`src/hdl/rvConfig_config.svh`:
```
`ifndef RV_CONFIG_SVH
`define RV_CONFIG_SVH

// integer register and address width
`define RV_XLEN 64

// first fetch address out of reset
`define RV_RESET_PC 64'h0000_0000_8000_0000

// architectural integer registers, x0 included
`define RV_NREGS 32

`endif

```
`src/hdl/rvPkg.sv`:
```
package rvPkg;

    typedef logic [63:0] xlenT;
    typedef logic [31:0] instT;
    typedef logic [7:0] byteMaskT;

    // major opcodes handled by this core
    typedef enum logic [6:0] {
        opLoad    = 7'b0000011,
        opOpImm   = 7'b0010011,
        opAuipc   = 7'b0010111,
        opOpImmW  = 7'b0011011,
        opStore   = 7'b0100011,
        opOp      = 7'b0110011,
        opLui     = 7'b0110111,
        opOpW     = 7'b0111011,
        opBranch  = 7'b1100011,
        opJalr    = 7'b1100111,
        opJal     = 7'b1101111,
        opSystem  = 7'b1110011
    } opcodeE;

    typedef enum logic [3:0] {
        aluAdd, aluSub, aluSll, aluSlt, aluSltu, aluXor,
        aluSrl, aluSra, aluOr, aluAnd, aluPassB
    } aluOpE;

    // next-pc rule for the current instruction
    typedef enum logic [3:0] {
        brNone, brJal, brJalr, brBeq, brBne,
        brBlt, brBge, brBltu, brBgeu
    } branchE;

    // encoding follows funct3[1:0] of loads and stores
    typedef enum logic [1:0] {
        memByte, memHalf, memWord, memDouble
    } memSizeE;

    typedef enum logic [1:0] {
        wbAlu, wbMem, wbPcPlus4
    } wbSrcE;

endpackage

```
`src/hdl/regFile.sv`:
```
`include "rvConfig_config.svh"

module regFile (
    input  logic         clk,
    input  logic         arstN,
    input  logic [4:0]   rs1,
    input  logic [4:0]   rs2,
    input  logic [4:0]   rd,
    input  rvPkg::xlenT  wdata,
    input  logic         wen,
    output rvPkg::xlenT  rdata1,
    output rvPkg::xlenT  rdata2
);
    logic [`RV_XLEN-1:0] regs [`RV_NREGS];

    // contents survive reset, only the write is blocked
    always_ff @(posedge clk) begin
        if (wen && arstN && (rd != 5'd0)) begin
            regs[rd] <= wdata;
        end
    end

    // x0 never reads back what sits in its slot
    assign rdata1 = (rs1 == 5'd0) ? '0 : regs[rs1];
    assign rdata2 = (rs2 == 5'd0) ? '0 : regs[rs2];

endmodule

```
`config.mk`:
```
export PLATFORM = sky130hd
export DESIGN_NAME = regFile
export DESIGN_NICKNAME = d
export VERILOG_FILES = /design/src/hdl/rvPkg.sv /design/src/hdl/regFile.sv
export VERILOG_INCLUDE_DIRS = /design/src /design/src/hdl
export SDC_FILE = /design/constraint.sdc
export NUM_CORES = 2
export LEC_CHECK = 0
export ABC_AREA = 1
export BUFFER_PORTS_ARGS = -buffer_cell sky130_fd_sc_hd__buf_2
export CORE_MARGIN = 3
export CORE_UTILIZATION = 39
export CTS_CLUSTER_SIZE = 25
export DETAILED_ROUTE_END_ITERATION = 10
export PLACE_DENSITY = 0.6
export SETUP_SLACK_MARGIN = 0.1
export SLEW_MARGIN = 0
export SYNTH_ARGS = -nofsm -noshare
export SYNTH_HDL_FRONTEND = slang
export SYNTH_SLANG_ARGS = --single-unit
```
`constraint.sdc`:
```
create_clock -name clk -period 5 [get_ports clk]
set_clock_uncertainty 0.1 [all_clocks]
set_input_delay 0.5 -clock clk [delete_from_list [all_inputs] [get_ports clk]]
set_output_delay 0.5 -clock clk [all_outputs]
set_load 0.01 [all_outputs]
```
==> impl_metrics.toml <==
[yosys]
synthDominantCellAreaShare_pct = 59.7
async_flop_share_pct = 0
synthCells = 11900
synth_common_cells = "4298 x nand2_1, 2048 x edfxtp_1, 2016 x nand3_1"
ys_seq_elements = 2048
synth_most_common_cell = "nand2_1"
ys.flop_type = "edfxtp_1"
ys_warn_count = 0
synth_area_mm2 = 0.103
yosysTopAreaCell = "edfxtp_1"
synth.area.top_cells = "edfxtp_1 60%, nand2_1 16%, nand3_1 9.8%, nor2_1 5.5%, o21ai_0 3.1%"
synth.distinct_cells = 24
synth_edf_count = 2048
yosysSeqAreaShare_pct = 59.7
syn_area_per_cell_um2 = 8.69

[sta]
rsz0062_at_grt = "no"
relSlewSlack_pct = 24.7
period_needed_ns = 4.08
hold_viol_final = 0
period_share_pct = 81.5
tns_ns = 0
setup_viol = 0
worst_pin_slew_ns = 1.13
slew_violations = 0
timing.fmax_mhz = 245

[job]
maxCapViolCount = 0

[cts]
cts_buffers = 220
cts_tree = "yes"
clock-sinks = 2048
root_buffer = "clkbuf_16"
cts_max_path_buffers = 3
htree_levels = 4
cts_resized = 0
clkTransAtPathRegs_ns = 0.06

[grt]
overflow = 0
grt_pass1_vias = 87800
antenna_found_initial = 28
grt_start_max_net_pins = 170
grt_use_total_pct = 28.2
grt_pass1_wl_um = 573000

[die]
placeableCoreArea_mm2 = 0.263
chipWidth_um = 520
ioPinCount = 210
rows = 188
start_util_pct = 39.2
die_area_mm2 = 0.270
die_h_um = 520

[worst_setup_path]
cp_max_fo = 135
arrival_ns = 3.48
end_kind = "output port"
critical_path_required_ns = 4.40
cp-start-kind = "input pin"
criticalPathCategory = "input pin to output port"

[routing]
viasPerCell = 5.91
wl_um = 397000
vias = 91600
drc = 0
firstDrtPassIters = 9
antenna_left = 0
drt_iter0_drc = 13400
wl_per_cell_um = 25.6

[pwr]
power_w = 0.0397
power_density_mw_per_mm2 = 343
peakVddDrop_uv = 387
p_leak_nw = 44.7

[final_layout]
top_register = "regs"
num-nets-final = 11900
largest_reg_flops = 2048
synthToLayoutAreaGrowth_pct = 12.5
drive_gt1_share_pct = 6.71
n_fill_cell = 24800
reg.largest.list = "regs: 2048 flops"

[placed_design]
gp_congestion = 0.845
portBuffers = 209
post-dp-hpwl_um = 201000

[min_path]
hold_class = "input pin to register"

[outcome]
status = "finished, final reports clean"
==> layer usage <==
metal | global-route usage (%) | wire (um) | vias up
met2 | 44.6 | 178000 | 6541
li1 | - | - | 39900
met1 | 37.4 | 153000 | 44000
met5 | 0 | 44 | -
met4 | 13.8 | 20200 | 8
met3 | 5.23 | 45500 | 1233
==> kinds of logic after synthesis <==
family | after synthesis | share of synthesized area (%)
and+or+nand+nor | 7848 | 31.1
DFF | 2048 | 59.7
buffers and inverters | 996 | 4.40
AOI/OAI and AO/OA | 967 | 4.84
other | 1 | 0.00364
==> through the flow <==
step	utilization [%]	instance area, um2	hold slack (ns)	setup slack (ns)	std cells
after detailed placement	41.2	108000	0.908	1.00	15000
after CTS	44.1	116000	0.000982	0.993	15500
after global routing	44.1	116000	0.0516	0.785	15500
after global placement	41.2	108000	0.896	0.946	15000
final	44.1	116000	0.0419	0.923	15500
after floorplan	-	103000	0.499	0.732	11900
==> final timing paths <==
check | from | to | slack [ns] | cells after the start
worst min-delay path | wdata[7] | regs[30][7]$_DFFE_PP_ | 0.04 | 1
worst max-delay path | rs2[1] | rdata2[3] | 0.92 | 10
==> worst max-delay path, stage by stage <==
cell and delay [ns]:
buf_8 0.13, inv_8 0.53, buf_12 0.75, o211ai_1 0.18, nand2_1 0.10, nand2_1 0.05, nand3_1 0.11, nor2_1 0.06
nor2_1 0.70, buf_2 0.27
==> repair_timing <==
action,4_1_cts,5_1_grt
hold buffers,54,0
buffers inserted,0,0
endpoints found under the hold margin,1455,0
==> cell type report <==
type	count	area, um2	area share [%]
clock buffer	263	5670	4.89
tap	3515	4400	3.79
inverter	134	591	0.509
clock inverter	148	1480	1.28
timing repair buffer	501	4760	4.10
sequential	2048	61500	53.0
multi-input combinational	8879	37500	32.4
antenna	10	25.0	0.0216
==> where the power goes <==
part           switching (W)  internal (W)
combinational        0.00313       0.00111
sequential         0.0000688        0.0191
clock                0.00722       0.00915
total                 0.0104        0.0293
==> cell usage in the layout, fill, tap and decap left out, drive strengths merged <==
master,netlist,layout
a21oi,147,147
and3,15,15
buf,552,444
bufinv,0,20
clkbuf,310,266
clkinv,2,111
clkinvlp,0,10
conb,1,64
diode,0,10
dlygate4sd3,0,54
edfxtp,2048,2048
inv,132,141
nand2,4298,4298
nand3,2018,2018
nor2,1514,1514
nor3,3,3
o211ai,49,49
o21ai,747,747
o22ai,24,24
(Power assumes the default switching activity.)
