[config.mk]
export PLATFORM = sky130hd
export DESIGN_NAME = execUnit_flat
export DESIGN_NICKNAME = d
export VERILOG_FILES = /design/src/hdl/rvPkg.sv /design/src/hdl/decodeIf.sv /design/src/hdl/execUnit.sv /design/src/flat_wrapper.sv
export VERILOG_INCLUDE_DIRS = /design/src /design/src/hdl
export SDC_FILE = /design/constraint.sdc
export NUM_CORES = 2
export LEC_CHECK = 0
export BUFFER_PORTS_ARGS = -buffer_cell sky130_fd_sc_hd__buf_2
export CORE_MARGIN = 2
export CORE_UTILIZATION = 35
export DETAILED_ROUTE_END_ITERATION = 10
export GPL_ROUTABILITY_DRIVEN = 0
export PLACE_DENSITY_LB_ADDON = 0.2
export SETUP_SLACK_MARGIN = 0.5
export SYNTH_ARGS = -nofsm -noshare
export SYNTH_HDL_FRONTEND = slang
export SYNTH_SLANG_ARGS = --single-unit
[constraint.sdc]
create_clock -name vclk -period 17.95
set_input_delay 3.59 -clock vclk [all_inputs]
set_output_delay 3.59 -clock vclk [all_outputs]
set_load 0.005 [all_outputs]
[src/hdl/rvConfig_config.svh]
`ifndef RV_CONFIG_SVH
`define RV_CONFIG_SVH

// integer register and address width
`define RV_XLEN 64

// first fetch address out of reset
`define RV_RESET_PC 64'h0000_0000_8000_0000

// architectural integer registers, x0 included
`define RV_NREGS 32

`endif

[src/hdl/rvPkg.sv]
package rvPkg;

    typedef logic [63:0] xlenT;
    typedef logic [31:0] instT;
    typedef logic [7:0] byteMaskT;

    // major opcodes handled by this core
    typedef enum logic [6:0] {
        opLoad    = 7'b0000011,
        opOpImm   = 7'b0010011,
        opAuipc   = 7'b0010111,
        opOpImmW  = 7'b0011011,
        opStore   = 7'b0100011,
        opOp      = 7'b0110011,
        opLui     = 7'b0110111,
        opOpW     = 7'b0111011,
        opBranch  = 7'b1100011,
        opJalr    = 7'b1100111,
        opJal     = 7'b1101111,
        opSystem  = 7'b1110011
    } opcodeE;

    typedef enum logic [3:0] {
        aluAdd, aluSub, aluSll, aluSlt, aluSltu, aluXor,
        aluSrl, aluSra, aluOr, aluAnd, aluPassB
    } aluOpE;

    // next-pc rule for the current instruction
    typedef enum logic [3:0] {
        brNone, brJal, brJalr, brBeq, brBne,
        brBlt, brBge, brBltu, brBgeu
    } branchE;

    // encoding follows funct3[1:0] of loads and stores
    typedef enum logic [1:0] {
        memByte, memHalf, memWord, memDouble
    } memSizeE;

    typedef enum logic [1:0] {
        wbAlu, wbMem, wbPcPlus4
    } wbSrcE;

endpackage

[src/hdl/decodeIf.sv]
interface decodeIf;
    rvPkg::aluOpE aluOp;
    // pc instead of rs1
    logic aluSrcA;
    // immediate instead of rs2
    logic aluSrcB;
    logic isWord;
    rvPkg::branchE branch;
    rvPkg::xlenT imm;
    logic regWrite;
    logic memRead;
    logic memWrite;
    rvPkg::memSizeE memSize;
    logic memUnsigned;
    rvPkg::wbSrcE wbSrc;
    logic isEbreak;

    modport dec (
        output aluOp, aluSrcA, aluSrcB, isWord, branch, imm, regWrite,
        output memRead, memWrite, memSize, memUnsigned, wbSrc, isEbreak
    );
    modport exe (input aluOp, aluSrcA, aluSrcB, isWord, branch, imm);
    modport mem (input memRead, memWrite, memSize, memUnsigned, wbSrc, regWrite);
    modport fch (input isEbreak);
endinterface

[src/hdl/execUnit.sv]
`include "rvConfig_config.svh"

module execUnit (
    decodeIf.exe         dc,
    input  rvPkg::xlenT  pc,
    input  rvPkg::xlenT  rs1Val,
    input  rvPkg::xlenT  rs2Val,
    output rvPkg::xlenT  aluResult,
    output logic         taken,
    output rvPkg::xlenT  target
);
    rvPkg::xlenT opA;
    rvPkg::xlenT opB;
    rvPkg::xlenT shiftIn;
    rvPkg::xlenT rawResult;
    rvPkg::xlenT jalrSum;
    logic [5:0] shamt;
    logic isEq;
    logic isLt;
    logic isLtu;

    assign opA = dc.aluSrcA ? pc : rs1Val;
    assign opB = dc.aluSrcB ? dc.imm : rs2Val;

    // word ops only look at 5 shift bits
    assign shamt = dc.isWord ? {1'b0, opB[4:0]} : opB[5:0];

    // word shifts act on the low half, extended to suit the right shift
    always_comb begin
        if (!dc.isWord) begin
            shiftIn = opA;
        end else if (dc.aluOp == rvPkg::aluSra) begin
            shiftIn = {{32{opA[31]}}, opA[31:0]};
        end else begin
            shiftIn = {32'b0, opA[31:0]};
        end
    end

    always_comb begin
        case (dc.aluOp)
            rvPkg::aluAdd:   rawResult = opA + opB;
            rvPkg::aluSub:   rawResult = opA - opB;
            rvPkg::aluSll:   rawResult = shiftIn << shamt;
            rvPkg::aluSlt:   rawResult = {{(`RV_XLEN-1){1'b0}}, $signed(opA) < $signed(opB)};
            rvPkg::aluSltu:  rawResult = {{(`RV_XLEN-1){1'b0}}, opA < opB};
            rvPkg::aluXor:   rawResult = opA ^ opB;
            rvPkg::aluSrl:   rawResult = shiftIn >> shamt;
            rvPkg::aluSra:   rawResult = $signed(shiftIn) >>> shamt;
            rvPkg::aluOr:    rawResult = opA | opB;
            rvPkg::aluAnd:   rawResult = opA & opB;
            rvPkg::aluPassB: rawResult = opB;
            default:         rawResult = '0;
        endcase
    end

    assign aluResult = dc.isWord ? {{32{rawResult[31]}}, rawResult[31:0]} : rawResult;

    assign isEq  = (rs1Val == rs2Val);
    assign isLt  = ($signed(rs1Val) < $signed(rs2Val));
    assign isLtu = (rs1Val < rs2Val);

    always_comb begin
        case (dc.branch)
            rvPkg::brJal, rvPkg::brJalr: taken = 1'b1;
            rvPkg::brBeq:  taken = isEq;
            rvPkg::brBne:  taken = !isEq;
            rvPkg::brBlt:  taken = isLt;
            rvPkg::brBge:  taken = !isLt;
            rvPkg::brBltu: taken = isLtu;
            rvPkg::brBgeu: taken = !isLtu;
            default:       taken = 1'b0;
        endcase
    end

    // jalr target drops bit 0
    assign jalrSum = rs1Val + dc.imm;
    assign target  = (dc.branch == rvPkg::brJalr) ? {jalrSum[`RV_XLEN-1:1], 1'b0} : pc + dc.imm;

endmodule

[src/flat_wrapper.sv]
// flat-port wrapper written by rule: the top's interface ports become plain ports
module execUnit_flat 
  (pc, rs1Val, rs2Val, aluResult, taken, target, dc_aluOp, dc_aluSrcA, dc_aluSrcB, dc_isWord, dc_branch, dc_imm);
  decodeIf dc_i ();
  input  rvPkg::xlenT pc;
  input  rvPkg::xlenT rs1Val;
  input  rvPkg::xlenT rs2Val;
  output rvPkg::xlenT aluResult;
  output logic taken;
  output rvPkg::xlenT target;
  input wire logic [$bits(dc_i.aluOp)-1:0] dc_aluOp;
  input wire logic [$bits(dc_i.aluSrcA)-1:0] dc_aluSrcA;
  input wire logic [$bits(dc_i.aluSrcB)-1:0] dc_aluSrcB;
  input wire logic [$bits(dc_i.isWord)-1:0] dc_isWord;
  input wire logic [$bits(dc_i.branch)-1:0] dc_branch;
  input wire logic [$bits(dc_i.imm)-1:0] dc_imm;
  assign dc_i.aluOp = dc_aluOp;
  assign dc_i.aluSrcA = dc_aluSrcA;
  assign dc_i.aluSrcB = dc_aluSrcB;
  assign dc_i.isWord = dc_isWord;
  assign dc_i.branch = dc_branch;
  assign dc_i.imm = dc_imm;
  execUnit u_core (.dc(dc_i), .pc(pc), .rs1Val(rs1Val), .rs2Val(rs2Val), .aluResult(aluResult), .taken(taken), .target(target));
endmodule
==> summary.md <==
| Metric | Value |
|---|---|
| Sequential Area | `0 µm²` |
| Row cnt | `108` |
| Mux cell area share after synthesis | `0.0802` |
| Slew margin rel. | `0.00709` |
| Critical Path Fanout Max | `31` |
| Hpwl dp | `143 mm` |
| Fmax | `0.0736 GHz` |
| Pin count of the biggest net entering global routing | `78` |
| Max incr delay on CP | `0.83 ns` |
| DRT Wirelength | `179 mm` |
| Die area | `89900 µm²` |
| Nets@finish | `5734` |
| Area growth, synth to finish | `8.97%` |
| Io pins | `396` |
| Final hold vios | `0` |
| Max-slew violation count | `0` |
| First-pass GRT wire length | `254 mm` |
| Core box area | `86800 µm²` |
| Post-CTS setup buffer count | `0` |
| Main combinational cell family by area after synthesis | `compound AO/OA/AOI/OAI gates` |
| Cell count after synthesis | `4942` |
| Die X | `300 µm` |
| Critical path arrival | `10.01 ns` |
| Vias per cell | `6.76` |
| Yosys warning count | `0` |
| Post-CTS Resized | `0` |
| Slew @ Worst Pin | `1.47 ns` |
| Max_cap viols | `1` |
| Buf+Inv Stages, Crit Path | `6` |
| Synth Area in XOR/XNOR | `0.0446` |
| Crit path max-delay cell type | `a211oi_1` |
| # fillers | `9654` |
| Post-Syn Area per Cell | `6.19 µm²` |
| Vias after detailed routing | `42100` |
| Failing checks | `design-rule violations, max-capacitance violations` |
| Share of layout cells above drive strength 1 | `0.107` |
| Final worst-path cycle share | `0.757` |
| # clk buffers | `0` |
| Vert. Die Dim | `300 µm` |
| Crit path kind | `input pin to output pin` |
| DRC viols | `15` |
| Largest delay share family, worst path | `compound AO/OA/AOI/OAI gates` |
| Outcome | `complete, but fails checks` |
| Critical path launch point type | `input pin` |
| DR iter-0 viols | `7150` |
| Grt total ovfl | `0` |
| Synth Area in Compound Gates | `0.404` |
| Initial antenna violation count | `19` |
| DRT antenna net count | `0` |
| Vias in the first global route | `37800` |
| Post-cts hold buffer count | `0` |
| Crit path top cell by count | `buf_4` |
| Min-Delay Path Class | `input pin to output pin` |
| Drt first pass iters | `11` |
| CP Data Required Time | `14.36 ns` |
| Routed length per instance | `28.7 µm` |
| Post-Synth Simple-Gate Area | `0.224` |
| IO Port Bufs | `396` |
| Synthesized area | `30600 µm²` |
| Cell variety after synth | `89` |
| FFs & Latches | `0` |
| RSZ-0062 raised after global routing | `no` |
| Min Clock Period, post-route | `13.60 ns` |
| Critical Path End Type | `output pin` |
| Worst-path cell chain | `buf_4, mux2i_4, buf_4, inv_2, buf_4, ha_1, fa_1, o21ba_1, or4_1, a311o_1, a2111oi_2, buf_4, a211o_1, o2111ai_1, a211oi_1, a21oi_1, o221a_2, o21bai_1, a41oi_1, buf_2` |
| Area share of fa/ha/maj cells after synthesis | `0.167` |
| Register area share after synthesis | `0` |
| Post-Syn Nets | `5615` |
| Fin Setup TNS | `0 ns` |
| Initial core utilization | `0.353` |
| Setup Viol. Count Final | `0` |
| Total GRT Usage | `0.373` |
-- cell families after synthesis --
kind of cell / Yosys count
xor+xnor: 156
mux: 242
fa+ha+maj: 406
compound gates: 1967
simple gates: 1528
buf+inv: 643
-- through the flow --
stage	area [µm²]	instances	setup slack, ns	hold slack (ns)	utilization
after floorplan	30600	4942	5.45	7.24	-
after global placement	33300	6214	4.65	7.46	0.384
after detailed placement	33300	6214	4.63	7.46	0.384
after CTS	33300	6214	4.60	7.46	0.384
after global routing	33400	6225	4.29	7.49	0.384
final	33400	6228	4.35	7.46	0.385
-- cells in the mapped netlist (50+ instances only) --
cell type	n	area, µm²
a21oi_1	585	2930
nand2_1	559	2100
o21ai_0	458	2290
nor2_1	445	1670
ha_1	402	5030
inv_1	282	1060
clkbuf_1	272	1020
mux2i_1	224	2240
nand3_1	128	641
o22ai_1	100	626
xnor2_1	94	823
a21o_1	91	683
nor3_1	89	445
o211ai_1	84	631
a211oi_1	83	623
nand4_1	71	444
o21bai_1	67	503
a31oi_1	64	400
xor2_1	62	543
buf_1	54	203
a221oi_1	53	464
nand2b_1	50	313
o31ai_1	50	375
-- path summary, 6_finish.rpt --
kind | from | to | slack (ns) | cells after the start
min | dc_imm[63] | target[63] | 7.46 | 3
max | dc_aluSrcB | aluResult[54] | 4.35 | 20
-- layout by cell type (no fill, tap or decap), types with 23 or more instances in the layout --
cell type  netlist  layout
buf_4            0      73
o2111ai_1       28      28
nand2_1        559     556
o21bai_1        67      67
nor4_1          29      28
nand2b_1        50      50
nor2_1         445     441
a31oi_1         64      64
nor3_1          89      88
nand4_1         71      71
xnor2_1         94      94
a21oi_1        585     585
and3_1          23      23
o22ai_1        100     100
nand3_1        128     128
o21a_1          30      29
o211ai_1        84      84
a211oi_1        83      83
a21o_1          91      91
nor2b_1         42      42
inv_1          282     281
a22oi_1         41      41
o31ai_1         50      50
o221ai_1        32      32
xor2_1          62      62
a221oi_1        53      53
mux2i_1        224     223
buf_2           24     394
o21ai_0        458     457
ha_1           402     402
and2_1          30      30
-- area by class of cell --
class	count	area (µm²)	area share
antenna	14	35.0	0.00105
multi-input combinational	4299	28300	0.847
tap	1155	1450	0.0433
inverter	293	1110	0.0332
timing repair buffer	467	2520	0.0755
-- worst min-delay path, stage by stage --
cell and delay [ns]:
buf_2 0.10, xnor2_1 0.06, buf_2 0.12
-- per-layer routing --
| layer | vias up | GRT usage | share of wire |
|---|---|---|---|
| met4 | 4 | 0.209 | 0.073 |
| li1 | 18500 | - | - |
| met3 | 712 | 0.129 | 0.15 |
| met5 | - | 0.00423 | 0.00035 |
| met2 | 3419 | 0.535 | 0.40 |
| met1 | 19400 | 0.481 | 0.38 |
