## src/hdl/rvConfig_config.svh

```systemverilog
`ifndef RV_CONFIG_SVH
`define RV_CONFIG_SVH

// integer register and address width
`define RV_XLEN 64

// first fetch address out of reset
`define RV_RESET_PC 64'h0000_0000_8000_0000

// architectural integer registers, x0 included
`define RV_NREGS 32

`endif

```

## src/hdl/rvPkg.sv

```systemverilog
package rvPkg;

    typedef logic [63:0] xlenT;
    typedef logic [31:0] instT;
    typedef logic [7:0] byteMaskT;

    // major opcodes handled by this core
    typedef enum logic [6:0] {
        opLoad    = 7'b0000011,
        opOpImm   = 7'b0010011,
        opAuipc   = 7'b0010111,
        opOpImmW  = 7'b0011011,
        opStore   = 7'b0100011,
        opOp      = 7'b0110011,
        opLui     = 7'b0110111,
        opOpW     = 7'b0111011,
        opBranch  = 7'b1100011,
        opJalr    = 7'b1100111,
        opJal     = 7'b1101111,
        opSystem  = 7'b1110011
    } opcodeE;

    typedef enum logic [3:0] {
        aluAdd, aluSub, aluSll, aluSlt, aluSltu, aluXor,
        aluSrl, aluSra, aluOr, aluAnd, aluPassB
    } aluOpE;

    // next-pc rule for the current instruction
    typedef enum logic [3:0] {
        brNone, brJal, brJalr, brBeq, brBne,
        brBlt, brBge, brBltu, brBgeu
    } branchE;

    // encoding follows funct3[1:0] of loads and stores
    typedef enum logic [1:0] {
        memByte, memHalf, memWord, memDouble
    } memSizeE;

    typedef enum logic [1:0] {
        wbAlu, wbMem, wbPcPlus4
    } wbSrcE;

endpackage

```

## src/hdl/decodeIf.sv

```systemverilog
interface decodeIf;
    rvPkg::aluOpE aluOp;
    // pc instead of rs1
    logic aluSrcA;
    // immediate instead of rs2
    logic aluSrcB;
    logic isWord;
    rvPkg::branchE branch;
    rvPkg::xlenT imm;
    logic regWrite;
    logic memRead;
    logic memWrite;
    rvPkg::memSizeE memSize;
    logic memUnsigned;
    rvPkg::wbSrcE wbSrc;
    logic isEbreak;

    modport dec (
        output aluOp, aluSrcA, aluSrcB, isWord, branch, imm, regWrite,
        output memRead, memWrite, memSize, memUnsigned, wbSrc, isEbreak
    );
    modport exe (input aluOp, aluSrcA, aluSrcB, isWord, branch, imm);
    modport mem (input memRead, memWrite, memSize, memUnsigned, wbSrc, regWrite);
    modport fch (input isEbreak);
endinterface

```

## src/hdl/memWriteback.sv

```systemverilog
`include "rvConfig_config.svh"

module memWriteback (
    decodeIf.mem              dc,
    input  logic              halt,
    input  rvPkg::xlenT       aluResult,
    input  rvPkg::xlenT       pc,
    input  rvPkg::xlenT       rs2Val,
    input  rvPkg::xlenT       dmemRdata,
    output rvPkg::xlenT       dmemAddr,
    output rvPkg::xlenT       dmemWdata,
    output rvPkg::byteMaskT   dmemWmask,
    output logic              dmemWen,
    output rvPkg::xlenT       rdWdata,
    output logic              rdWen
);
    logic [2:0] byteOff;
    logic [5:0] bitOff;
    rvPkg::byteMaskT sizeMask;
    rvPkg::xlenT laneData;
    rvPkg::xlenT loadVal;

    assign byteOff  = aluResult[2:0];
    assign bitOff   = {byteOff, 3'b000};
    // byte lanes come from the mask, so the bus address is word aligned
    assign dmemAddr = {aluResult[`RV_XLEN-1:3], 3'b000};

    always_comb begin
        case (dc.memSize)
            rvPkg::memByte: sizeMask = 8'h01;
            rvPkg::memHalf: sizeMask = 8'h03;
            rvPkg::memWord: sizeMask = 8'h0f;
            default:        sizeMask = 8'hff;
        endcase
    end

    assign dmemWmask = sizeMask << byteOff;
    assign dmemWdata = rs2Val << bitOff;
    assign dmemWen   = dc.memWrite && !halt;

    // loaded value moved down to lane 0 before extension
    assign laneData = dmemRdata >> bitOff;

    always_comb begin
        case (dc.memSize)
            rvPkg::memByte: loadVal = {{56{!dc.memUnsigned && laneData[7]}}, laneData[7:0]};
            rvPkg::memHalf: loadVal = {{48{!dc.memUnsigned && laneData[15]}}, laneData[15:0]};
            rvPkg::memWord: loadVal = {{32{!dc.memUnsigned && laneData[31]}}, laneData[31:0]};
            default:        loadVal = laneData;
        endcase
    end

    always_comb begin
        case (dc.wbSrc)
            rvPkg::wbMem:     rdWdata = dc.memRead ? loadVal : '0;
            rvPkg::wbPcPlus4: rdWdata = pc + 'd4;
            default:          rdWdata = aluResult;
        endcase
    end

    assign rdWen = dc.regWrite && !halt;

endmodule

```

## src/flat_wrapper.sv

```systemverilog
// flat-port wrapper written by rule: the top's interface ports become plain ports
module memWriteback_flat 
  (halt, aluResult, pc, rs2Val, dmemRdata, dmemAddr, dmemWdata, dmemWmask, dmemWen, rdWdata, rdWen, dc_memRead, dc_memWrite, dc_memSize, dc_memUnsigned, dc_wbSrc, dc_regWrite);
  decodeIf dc_i ();
  input  logic halt;
  input  rvPkg::xlenT aluResult;
  input  rvPkg::xlenT pc;
  input  rvPkg::xlenT rs2Val;
  input  rvPkg::xlenT dmemRdata;
  output rvPkg::xlenT dmemAddr;
  output rvPkg::xlenT dmemWdata;
  output rvPkg::byteMaskT dmemWmask;
  output logic dmemWen;
  output rvPkg::xlenT rdWdata;
  output logic rdWen;
  input wire logic [$bits(dc_i.memRead)-1:0] dc_memRead;
  input wire logic [$bits(dc_i.memWrite)-1:0] dc_memWrite;
  input wire logic [$bits(dc_i.memSize)-1:0] dc_memSize;
  input wire logic [$bits(dc_i.memUnsigned)-1:0] dc_memUnsigned;
  input wire logic [$bits(dc_i.wbSrc)-1:0] dc_wbSrc;
  input wire logic [$bits(dc_i.regWrite)-1:0] dc_regWrite;
  assign dc_i.memRead = dc_memRead;
  assign dc_i.memWrite = dc_memWrite;
  assign dc_i.memSize = dc_memSize;
  assign dc_i.memUnsigned = dc_memUnsigned;
  assign dc_i.wbSrc = dc_wbSrc;
  assign dc_i.regWrite = dc_regWrite;
  memWriteback u_core (.dc(dc_i), .halt(halt), .aluResult(aluResult), .pc(pc), .rs2Val(rs2Val), .dmemRdata(dmemRdata), .dmemAddr(dmemAddr), .dmemWdata(dmemWdata), .dmemWmask(dmemWmask), .dmemWen(dmemWen), .rdWdata(rdWdata), .rdWen(rdWen));
endmodule
```

## config.mk

```make
export PLATFORM = sky130hd
export DESIGN_NAME = memWriteback_flat
export DESIGN_NICKNAME = d
export VERILOG_FILES = /design/src/hdl/rvPkg.sv /design/src/hdl/decodeIf.sv /design/src/hdl/memWriteback.sv /design/src/flat_wrapper.sv
export VERILOG_INCLUDE_DIRS = /design/src /design/src/hdl
export SDC_FILE = /design/constraint.sdc
export NUM_CORES = 1
export LEC_CHECK = 0
export BUFFER_PORTS_ARGS = -buffer_cell sky130_fd_sc_hd__clkbuf_2
export CAP_MARGIN = 20
export CORE_AREA = 2 2 181 183
export DETAILED_ROUTE_END_ITERATION = 10
export DIE_AREA = 0 0 183 185
export SYNTH_ARGS = -nofsm -noshare
export SYNTH_HDL_FRONTEND = slang
export SYNTH_SLANG_ARGS = --single-unit
```

## constraint.sdc

```tcl
create_clock -name vclk -period 2.6
set_clock_uncertainty 0.05 [all_clocks]
set_input_delay 0.26 -clock vclk [all_inputs]
set_output_delay 0.26 -clock vclk [all_outputs]
set_load 0.02 [all_outputs]
```

==> run_results.csv <==
group,metric,value,unit
synth,yosys_warnings,0,
critical_path,critical_path_required,2290,ps
cells_and_area,area_growth_from_synthesis_to_layout,63.7,%
power_and_ir_drop,power_frac_seq,0,
sta,rsz0062_at_grt,"yes",
power_and_ir_drop,power.switching,0.00143,W
floorplan,starting_utilization_of_the_core_area,0.214,
cells_and_area,final_common_cell,"clkbuf_2",
sta,timing_max_transition_violations_final,0,
place,io_buffer_count,464,
detailed_routing,drt_first_pass_iters,5,
floorplan,design.core.area,0.0320,mm2
detailed_routing,route.final.wire_length,43900,um
floorplan,dieArea,0.0339,mm2
critical_path,critical_path_source,"pc[4]",
floorplan,floorplan.die.height,185,um
floorplan,pin_count,467,
detailed_routing,route.detailed.wl_per_inst,22.4,um
synth,syn_avg_cell_area,6.38,um2
critical_path,setup.worst_path.start_class,"input port",
power_and_ir_drop,fin_total_pwr,0.00244,W
synth,synth_area_leaders,"mux2i_1, nand2_1, buf_4, o21ai_0, a21oi_1",
sta,timing.final.ws_setup,-34.8,ps
sta,finalSetupViolCount,8,
run_status,outcome,"complete, but fails checks",
sta,final_hold_viol_count,0,
critical_path,arrival,2320,ps
synth,netlist.area_leader.share,0.108,
global_route,grt_overflow,0,
cells_and_area,fillCellCount,3487,
run,timing.max_cap.violations,0,
critical_path,critical_path.endpoint,"rdWdata[41]",
cells_and_area,final_util,0.350,
place,gpl.final_weighted_congestion,0.974,
cells_and_area,flops_and_latches,0,
synth,synth.cell_area,0.00685,mm2
global_route,via_count_of_the_first_global_routing_pass,9915,
critical_path,cp-end-kind,"output port",
synth,post-synth-top-area-cell,"mux2i_1",
sta,fin_crit_share,1.01,
detailed_routing,drcViolationCount,0,
detailed_routing,drtAntennaViolNets,0,
power_and_ir_drop,leakage,5.29,nW
global_route,global_route_wire_length_before_repair,61200,um
detailed_routing,vias,10500,
run_status,violations_in_the_final_reports,"setup timing",
synth,post_synth_inst_count,1073,
cells_and_area,sequential_cell_area,0,um2
cells_and_area,clockBufferCount,0,
sta,timing_worst_slew_pin_value,623,ps
sta,setup_total_negative_slack,-122,ps
clock_network,ctsHoldBuffers,0,
synth,seq_area_frac_synth,0,
floorplan,die_w,183,um
critical_path,critical_path.max_fanout,3,
floorplan,floorplan.rows,66,
sta,max_slew_margin,0.585,
cells_and_area,drive_gt1_frac,0.496,
cells_and_area,layout.cells.most_common_list,"clkbuf_2, buf_4, nand2_1, nor2_1, a21oi_1",
detailed_routing,vias_per_cell,5.37,
power_and_ir_drop,powerDensity,217,mW/mm2
synth,synth_cell_types,62,
place,place_ws,-170,ps
global_route,globalRouteTotalUtil,0.236,
power_and_ir_drop,power.combinational.fraction,1.000,
critical_path,worst_setup_path_type,"in -> out",
place,place_hpwl,35700,um
power_and_ir_drop,cellInternalPower,0.00100,W
hold_path,worstHoldPathType,"in -> out",
power_and_ir_drop,switching_share,0.588,
detailed_routing,drt_first_iter_violations,850,
global_route,antenna_found_initial,7,
sta,fin_crit,2630,ps
power_and_ir_drop,worst_ir_drop_vdd,97.0,uV
global_route,grt_max_degree,74,
power_and_ir_drop,power.share.clock,0,
cells_and_area,num-nets-final,1814,
sta,timing.fmax,380,MHz
cells by family (layout without fill, tap and decap cells):
family,after synthesis,count (layout),share of synthesized area
compound gates,323,324,0.307
xor+xnor,40,40,0.0511
fa+ha+maj,3,3,0.00548
buf+inv,181,649,0.142
mux,121,121,0.212
other cells,1,10,0.000547
simple gates,404,404,0.282
layer usage:
metal / part of all wire / track usage / wire length [um] / vias up
met3: 0.076 / 0.0199 / 3320 / 32
met2: 0.50 / 0.426 / 21900 / 558
met5: 0 / 0 / 0 / -
met1: 0.41 / 0.310 / 17900 / 5055
met4: 0.016 / 0.0374 / 697 / 0
li1: - / - / - / 4873
cell type report:
type               instances  area [um2]  share of cell area
multi-input cells        895        6540               0.583
diodes                     7        17.5             0.00156
inverters                 21        78.8             0.00703
well taps                408         510              0.0455
repair buffers           628        4070               0.363
power by group through the flow:
stage          sequential [W]       clock [W]  combinational, W
2_1_floorplan               0               0           0.00123
3_3_place_gp                0               0           0.00214
3_5_place_dp                0               0           0.00214
4_1_cts                     0               0           0.00228
5_1_grt                     0  0.000000000361           0.00259
6_report                    0  0.000000000362           0.00244
through the flow:
step | cell area [um2] | hold slack [ps] | std cells
after floorplan | 6860 | 548 | 1075
after global placement | 9930 | 702 | 1926
after detailed placement | 9930 | 702 | 1926
after CTS | 10400 | 702 | 1935
after global routing | 11200 | 708 | 1959
final | 11200 | 702 | 1959
synthesized netlist by cell type, drive strengths merged (7+ instances only):
library cell  instances
a211oi                8
a21boi                9
a21oi                82
a221oi               10
a22oi                18
a2bb2oi               7
and2                 19
and3                 17
and4                  8
buf                  99
clkbuf               61
inv                  21
mux2                 31
mux2i                74
mux4                 16
nand2               142
nand3                24
nand4                26
nor2                100
nor2b                15
nor3                 25
nor4                 13
o211ai               25
o21a                 12
o21ai                87
o311ai               14
o31ai                 9
o32ai                11
xnor2                24
xor2                 16
repair_timing:
item                                    in CTS  in global routing
endpoints found under the setup margin      38                 66
cloned                                       3                  5
pin swaps                                   30                 37
buffers inserted                             6                 13
gates resized for setup                     88                157
worst max-delay path, stage by stage:
cell and delay [ps]:
clkbuf_2 100, nand4_1 180, or3_1 500, nor4_4 370, buf_4 200, a21oi_1 60, a31oi_1 280, o311ai_2 170
clkbuf_4 190
worst min-delay path by stage:
stage	startpoint	cells after the start	end	slack, ps
after detailed placement	aluResult[3]	2	dmemAddr[3]	700
final	aluResult[46]	2	dmemAddr[46]	700
after floorplan	halt	1	dmemWen	550
after global placement	aluResult[3]	2	dmemAddr[3]	700
after CTS	aluResult[3]	2	dmemAddr[3]	700
after global routing	aluResult[13]	2	dmemAddr[13]	710
Note: power is estimated with default switching activity, not from simulation.
