<file path="config.mk">
export PLATFORM = sky130hd
export DESIGN_NAME = fetchUnit_flat
export DESIGN_NICKNAME = d
export VERILOG_FILES = /design/src/hdl/rvPkg.sv /design/src/hdl/decodeIf.sv /design/src/hdl/fetchUnit.sv /design/src/flat_wrapper.sv
export VERILOG_INCLUDE_DIRS = /design/src /design/src/hdl
export SDC_FILE = /design/constraint.sdc
export NUM_CORES = 1
export LEC_CHECK = 0
export BUFFER_PORTS_ARGS = -buffer_cell sky130_fd_sc_hd__buf_4
export CORE_ASPECT_RATIO = 2
export CORE_MARGIN = 1
export CORE_UTILIZATION = 25
export DETAILED_ROUTE_END_ITERATION = 10
export GPL_TIMING_DRIVEN = 0
export SYNTH_ARGS = -nofsm -noshare
export SYNTH_HDL_FRONTEND = slang
export SYNTH_SLANG_ARGS = --single-unit
</file>
<file path="constraint.sdc">
create_clock -name clk -period 2 [get_ports clk]
set_clock_uncertainty 0.1 [all_clocks]
set_input_delay 0.1 -clock clk [delete_from_list [all_inputs] [get_ports clk]]
set_output_delay 0.1 -clock clk [all_outputs]
set_load 0.01 [all_outputs]
</file>
<file path="src/hdl/rvConfig_config.svh">
`ifndef RV_CONFIG_SVH
`define RV_CONFIG_SVH

// integer register and address width
`define RV_XLEN 64

// first fetch address out of reset
`define RV_RESET_PC 64'h0000_0000_8000_0000

// architectural integer registers, x0 included
`define RV_NREGS 32

`endif

</file>
<file path="src/hdl/rvPkg.sv">
package rvPkg;

    typedef logic [63:0] xlenT;
    typedef logic [31:0] instT;
    typedef logic [7:0] byteMaskT;

    // major opcodes handled by this core
    typedef enum logic [6:0] {
        opLoad    = 7'b0000011,
        opOpImm   = 7'b0010011,
        opAuipc   = 7'b0010111,
        opOpImmW  = 7'b0011011,
        opStore   = 7'b0100011,
        opOp      = 7'b0110011,
        opLui     = 7'b0110111,
        opOpW     = 7'b0111011,
        opBranch  = 7'b1100011,
        opJalr    = 7'b1100111,
        opJal     = 7'b1101111,
        opSystem  = 7'b1110011
    } opcodeE;

    typedef enum logic [3:0] {
        aluAdd, aluSub, aluSll, aluSlt, aluSltu, aluXor,
        aluSrl, aluSra, aluOr, aluAnd, aluPassB
    } aluOpE;

    // next-pc rule for the current instruction
    typedef enum logic [3:0] {
        brNone, brJal, brJalr, brBeq, brBne,
        brBlt, brBge, brBltu, brBgeu
    } branchE;

    // encoding follows funct3[1:0] of loads and stores
    typedef enum logic [1:0] {
        memByte, memHalf, memWord, memDouble
    } memSizeE;

    typedef enum logic [1:0] {
        wbAlu, wbMem, wbPcPlus4
    } wbSrcE;

endpackage

</file>
<file path="src/hdl/decodeIf.sv">
interface decodeIf;
    rvPkg::aluOpE aluOp;
    // pc instead of rs1
    logic aluSrcA;
    // immediate instead of rs2
    logic aluSrcB;
    logic isWord;
    rvPkg::branchE branch;
    rvPkg::xlenT imm;
    logic regWrite;
    logic memRead;
    logic memWrite;
    rvPkg::memSizeE memSize;
    logic memUnsigned;
    rvPkg::wbSrcE wbSrc;
    logic isEbreak;

    modport dec (
        output aluOp, aluSrcA, aluSrcB, isWord, branch, imm, regWrite,
        output memRead, memWrite, memSize, memUnsigned, wbSrc, isEbreak
    );
    modport exe (input aluOp, aluSrcA, aluSrcB, isWord, branch, imm);
    modport mem (input memRead, memWrite, memSize, memUnsigned, wbSrc, regWrite);
    modport fch (input isEbreak);
endinterface

</file>
<file path="src/hdl/fetchUnit.sv">
`include "rvConfig_config.svh"

module fetchUnit (
    input  logic         clk,
    input  logic         arstN,
    decodeIf.fch         dc,
    input  logic         taken,
    input  rvPkg::xlenT  target,
    input  rvPkg::xlenT  imemData,
    output rvPkg::xlenT  imemAddr,
    output rvPkg::xlenT  pc,
    output rvPkg::instT  inst,
    output logic         halt
);
    rvPkg::xlenT nextPc;

    // memory is addressed in whole 64-bit words
    assign imemAddr = {pc[`RV_XLEN-1:3], 3'b000};

    // pc bit 2 picks the upper instruction of the word
    assign inst = pc[2] ? imemData[63:32] : imemData[31:0];

    always_comb begin
        if (halt || dc.isEbreak) begin
            // ebreak freezes the pc on itself
            nextPc = pc;
        end else if (taken) begin
            nextPc = target;
        end else begin
            nextPc = pc + 'd4;
        end
    end

    always_ff @(posedge clk or negedge arstN) begin
        if (!arstN) begin
            pc <= `RV_RESET_PC;
        end else begin
            pc <= nextPc;
        end
    end

    // halt is sticky until the next reset
    always_ff @(posedge clk or negedge arstN) begin
        if (!arstN) begin
            halt <= 1'b0;
        end else if (dc.isEbreak) begin
            halt <= 1'b1;
        end
    end

endmodule

</file>
<file path="src/flat_wrapper.sv">
// flat-port wrapper written by rule: the top's interface ports become plain ports
module fetchUnit_flat 
  (clk, arstN, taken, target, imemData, imemAddr, pc, inst, halt, dc_isEbreak);
  decodeIf dc_i ();
  input  logic clk;
  input  logic arstN;
  input  logic taken;
  input  rvPkg::xlenT target;
  input  rvPkg::xlenT imemData;
  output rvPkg::xlenT imemAddr;
  output rvPkg::xlenT pc;
  output rvPkg::instT inst;
  output logic halt;
  input wire logic [$bits(dc_i.isEbreak)-1:0] dc_isEbreak;
  assign dc_i.isEbreak = dc_isEbreak;
  fetchUnit u_core (.clk(clk), .arstN(arstN), .dc(dc_i), .taken(taken), .target(target), .imemData(imemData), .imemAddr(imemAddr), .pc(pc), .inst(inst), .halt(halt));
endmodule
</file>
==> results of run 1 <==
==> power breakdown <==
group | total, W | switching [W] | internal (W)
sequential | 0.00153 | 0.000133 | 0.00140
combinational | 0.00157 | 0.000661 | 0.000907
clock | 0.00167 | 0.000639 | 0.00103
==> worst paths after layout <==
check                              from            end  slack (ns)  cells past startpoint
hold / removal               target[60]  u_core.pc[60]       0.004                      4
hold reg to reg            u_core.pc[0]   u_core.pc[0]        0.41                      1
max in group asynchronous         arstN  u_core.pc[29]        0.74                      2
setup reg to reg           u_core.pc[2]  u_core.pc[45]       -0.11                      9
setup / recovery           u_core.pc[2]  u_core.pc[45]       -0.11                      9
min in group asynchronous         arstN    u_core.halt        0.35                      2
==> placed cells by master (no fill, tap or decap), types with 9 or more instances in the layout <==
cell type      Yosys  final
a21oi_1           42     39
nand2_1           50     47
nor2_1            36     31
clkbuf_2           0     13
buf_6              2     14
nand4_1           28     28
clkbuf_1          28     11
mux2_2            34     32
dfrtp_2            0     39
dlygate4sd3_1      0     38
nor3_1            21     17
or3_1             12     12
clkbuf_16          0     10
and3_1            28     24
nand3_1           38     33
buf_4             65    420
a311oi_1          11      9
o21ai_0           43     39
dfrtp_1           64     25
==> worst max-delay path, stage by stage, from the launching register on <==
cell      delay, ns
dfrtp_2        0.41
buf_6          0.11
buf_6          0.10
nand4_1        0.16
nor2_2         0.21
buf_6          0.14
buf_8          0.11
nand4_1        0.16
nor3_2         0.31
a311oi_1       0.13
==> through the flow <==
stage,total power (W),hold slack [ns],instances
final,0.004773,0.004194,1362
after CTS,0.004660,0.001665,1321
after global routing,0.004933,0.002006,1362
after global placement,0.002838,0.2001,1230
after detailed placement,0.002849,0.2048,1230
after floorplan,0.002098,-0.2956,669
==> flip-flops by register name, indices dropped and copies added (netlist names) <==
| register | cells |
|---|---|
| u_core.halt | 1 |
| u_core.pc | 64 |
==> metal layers <==
| layer | global-route usage | vias up |
|---|---|---|
| met5 | 0 | - |
| met4 | 0.1578 | 0 |
| met3 | 0.04381 | 124 |
| met2 | 0.4392 | 480 |
| met1 | 0.2817 | 3609 |
| li1 | - | 3290 |
==> layout make-up <==
cell class	instances	share of cell area
Timing Repair Buffer	407	0.3297
Sequential cell	65	0.1696
Clock buffer	13	0.02633
Multi-Input combinational cell	485	0.3524
Inverter	9	0.003924
Tap cell	273	0.03455
Buffer	107	0.07948
Clock inverter	3	0.004050
==> kinds of logic after synthesis <==
| group | count (synthesis) | synth area share |
|---|---|---|
| compound gates | 159 | 0.1891 |
| fa+ha+maj | 1 | 0.002288 |
| buf+inv | 119 | 0.1328 |
| flops | 65 | 0.2978 |
| mux | 40 | 0.08103 |
| other cells | 1 | 0.0006860 |
| simple gates | 282 | 0.2964 |
==> timing repair <==
item	CTS	global route
pin swaps	19	31
endpoints found under the setup margin	91	86
gates resized for setup	103	81
hold endpoints to repair	101	0
cloned	0	1
setup buffers	37	43
hold buffers	38	0
==> results_dict.tcl, run 1 <==
set metrics [dict create \
    outcome "complete, but fails checks" \
    hold_path.class "in2reg" \
    slew_headroom 0.3435 \
    yosys.area.top_type "dfrtp_1" \
    post-place-ws_ns -0.7136 \
    dp_hpwl_um 21610 \
    highest_layer "met4" \
    multi_input_area_sq_um 3483 \
    cts_sinks 65 \
    antenna_found_initial 0 \
    fin_ws_ns -0.1086 \
    synth_common_cells "buf_4, dfrtp_1, nand2_1, o21ai_0, a21oi_1" \
    std_cell_rows 76 \
    port_buffers 288 \
    required_ns 2.10 \
    first_pass_iters 6 \
    critPathKind "reg2reg" \
    crit_path_max_fanout 5 \
    wl_met2_um 15350 \
    cts_made_buffers 9 \
    area_delta_synth_final_pct 80.84 \
    cp-end-kind "flop" \
    synth.avg_cell_area_sq_um 8.196 \
    drv_cap 0 \
    vdd_drop_max_v 0.0003338 \
    placed_area_sq_um 8004 \
    grt_overflow 0 \
    synth_seq_cells 65 \
    wl_met1_um 10790 \
    grt_util_all_layers 0.2528 \
    clk_pin_slew_ns 0.06 \
    finalSetupTns_ns -0.7647 \
    die_h_um 211.1 \
    period_share 1.054 \
    cts_root_buf "clkbuf_16" \
    ys_seq_area_frac 0.2978 \
    grt_pass1_wl_um 41970 \
    syn-instance-count 667 \
    synth_edf_count 0 \
    drv_slew 0 \
    detail-route-antenna-nets 0 \
    wl_per_cell_um 22.08 \
    die_area_sq_um 22500 \
    vias 7503 \
    place.gp.congestion 0.9652 \
    io_pins 293 \
    fin_crit_ns 2.109 \
    start_util 0.2544 \
    synth_area_sq_um 5466 \
    stdcell_area_sq_um 9886 \
    synth_most_common_cell "buf_4" \
    fmax_mhz 474.3 \
    leakagePower_nw 4.546 \
    netlist.area_leader.share 0.2930 \
    hold_viol_final 0 \
    cp.arrival_ns 2.21 \
    drt-initial-drc-count 601 \
    grt_max_degree 66 \
    fin_nets 1217 \
    final_util 0.4600 \
    drcViolationCount 0 \
    layout-drive-gt1-share 0.5767 \
    cts_htree_levels 3 \
    viasPerCell 5.509 \
    violations "negative setup slack" \
    die_x_um 106.6 \
    grt_setup_unrepaired "yes" \
    seq_area_sq_um 1677 \
    ys_types 64 \
    drt-total-wl_um 30080 \
    n_antenna_cell 0 \
    worst_pin_slew_ns 0.9848 \
    wl_met3_um 2104 \
    setup_viol 17 \
    p_per_area_nw_per_um2 482.8 \
    n_fill_cell 2176 \
    critPathLaunchType "flop" \
    ys.flop_type "dfrtp_1" \
    ys_top_cells_by_area "dfrtp_1, buf_4, mux2_2, o21ai_0, a21oi_1" \
    grt_pass1_vias 6971 \
    postSynth.asyncResetShare 1.000 \
    yosys_warnings 0 \
    clk_path_buf_depth 2 \
    cts_tree "done" \
    clk_latency_ns 0.35 \
    coreArea_sq_um 21490 \
]
(Power assumes the default switching activity.)
==> inputs of run 2 (changes only) <==
- CORE_ASPECT_RATIO: 2 -> default
==> run 2 against run 1 <==
Against the previous run:
- the run ends with negative hold slack, negative setup slack left
- count of clock-buffer cells in the layout increased by 2
- sequential share of layout area increased by 0.17 points
- routed wire length down 9.2%
- hold slack lost 0.011 ns
- critical endpoint is now u_core.pc[57]
- register-to-register slack better by 0.03 ns
- setup slack better by 0.031 ns
==> results_dict.tcl, run 2 (synthesis gave the netlist of run 1 again) <==
set metrics [dict create \
    die_area_sq_um 22460 \
    holdWs_ns -0.007045 \
    coreArea_sq_um 21220 \
    fin_crit_ns 2.077 \
    cp.arrival_ns 2.25 \
    grt_pass1_vias 6676 \
    hold_depth 3 \
    std_cell_rows 53 \
    fin_ws_ns -0.07710 \
    antenna_found_initial 0 \
    grt_max_degree 66 \
    min_from "target[5]" \
    critPathLaunchType "flop" \
    multi_input_area_sq_um 3463 \
    viasPerCell 5.364 \
    leakagePower_nw 4.521 \
    clk_path_buf_depth 2 \
    dp_cells 1232 \
    dp_hpwl_um 19160 \
    reg2reg_to "u_core.pc[57]" \
    finalSetupTns_ns -0.5349 \
    vias 7381 \
    instances_no_fill 1376 \
    largest_reg_flops 64 \
    fin_nets 1229 \
    critPathKind "reg2reg" \
    regMostFlops "u_core.pc" \
    cts_made_buffers 9 \
    placed_area_sq_um 8006 \
    whs_endpoint "u_core.pc[5]" \
    p_per_area_nw_per_um2 464.1 \
    crit_path_top_delay_cell "or4_4" \
    drv_cap 0 \
    final_cell_mix "buf_4, nand2_1, a21oi_1, o21ai_0, dfrtp_2" \
    worst_pin_slew_ns 0.9382 \
    ff2ff_path_depth 4 \
    io_pins 293 \
    cts_tree "done" \
    die_h_um 149.9 \
    layout-drive-gt1-share 0.5713 \
    drcViolationCount 0 \
    seq_area_sq_um 1679 \
    cp-end-kind "flop" \
    vdd_drop_max_v 0.0003409 \
    grt_pass1_wl_um 38880 \
    violations "negative hold slack, negative setup slack" \
    crit_path_max_fanout 10 \
    drv_slew 0 \
    power_w 0.004548 \
    start_util 0.2576 \
    crit_chain "nand4_4, or4_4, or4_1, o211ai_1" \
    stdcell_area_sq_um 9801 \
    wl_per_cell_um 19.86 \
    clk_pin_slew_ns 0.06 \
    cts_htree_levels 3 \
    hold_path.class "in2reg" \
    drt-total-wl_um 27320 \
    area_delta_synth_final_pct 79.29 \
    final_common_cell "buf_4" \
    max_stage_delay_ns 0.53 \
    outcome "complete, but fails checks" \
    cts_root_buf "clkbuf_16" \
    period_share 1.039 \
    cts_sinks 65 \
    n_fill_cell 2093 \
    reg2reg_from "u_core.pc[40]" \
    r2r_slack_ns -0.08 \
    n_antenna_cell 0 \
    port_buffers 288 \
    setup_viol 11 \
    drt-initial-drc-count 700 \
    reg.largest.list "u_core.pc (64), u_core.halt (1)" \
    grt_util_all_layers 0.2290 \
    slew_headroom 0.3745 \
    die_x_um 149.9 \
    detail-route-antenna-nets 0 \
    hold_viol_final 5 \
    required_ns 2.17 \
    first_pass_iters 5 \
    grt_setup_unrepaired "yes" \
    clk_latency_ns 0.36 \
    fmax_mhz 481.4 \
    grt_overflow 0 \
    place.gp.congestion 0.9458 \
]
run 2: worst max-delay path by stage:
stage | startpoint | to | slack (ns) | depth (start not counted)
4_1_cts | u_core.pc[37] | u_core.pc[57] | -0.10 | 4
3_5_place_dp | u_core.pc[34] | u_core.pc[59] | -0.71 | 5
5_1_grt | u_core.pc[14] | u_core.pc[57] | -0.16 | 7
3_3_place_gp | u_core.pc[2] | u_core.pc[41] | -0.66 | 7
6_report | u_core.pc[40] | u_core.pc[57] | -0.08 | 4
2_1_floorplan | u_core.pc[41] | u_core.pc[57] | 0.005 | 4
run 2: through the flow:
step	utilization	hold WS [ns]	worst slack [ns]
floorplan	-	-0.2956	0.004521
global placement	0.3773	0.1925	-0.6648
detailed placement	0.3773	0.1992	-0.7077
CTS	0.4328	0.002138	-0.1024
global route	0.4619	0.01408	-0.1574
finish	0.4619	-0.007045	-0.07710
run 2: area by class of cell:
class	instances	share of cell area
plain buffers	107	0.07545
clock buffers	15	0.02630
clock inverters	1	0.0005107
inverters	9	0.003702
multi-input cells	485	0.3534
flip-flops and latches	65	0.1713
well taps	275	0.03511
repair buffers	419	0.3342
run 2: where the power goes:
part / switching, W / leakage, nW / internal (W)
clock network: 0.000637 / 0.128 / 0.000874
logic: 0.000630 / 3.69 / 0.000882
registers: 0.000124 / 0.707 / 0.00140
total: 0.00139 / 4.52 / 0.00316
run 2: layer usage:
metal | up-vias | global-route usage | part of all wire
li1 | 3333 | - | -
met5 | - | 0 | 0
met4 | 0 | 0.09495 | 0.034
met1 | 3461 | 0.3085 | 0.41
met2 | 502 | 0.3556 | 0.46
met3 | 85 | 0.04451 | 0.094
run 2: critical path: cells and delay by family, from the launching register on:
kind             cells  cell delay [ns]
AND/OR/NAND/NOR      3             1.26
AO/OA/AOI/OAI        1             0.17
flip-flops           1             0.46
run 2: what timing repair did:
item / CTS / global route
endpoints found under the hold margin: 96 / 0
hold buffers: 33 / 0
setup buffers: 43 / 55
endpoints found under the setup margin: 91 / 58
resized for setup: 84 / 61
pin swaps: 16 / 38
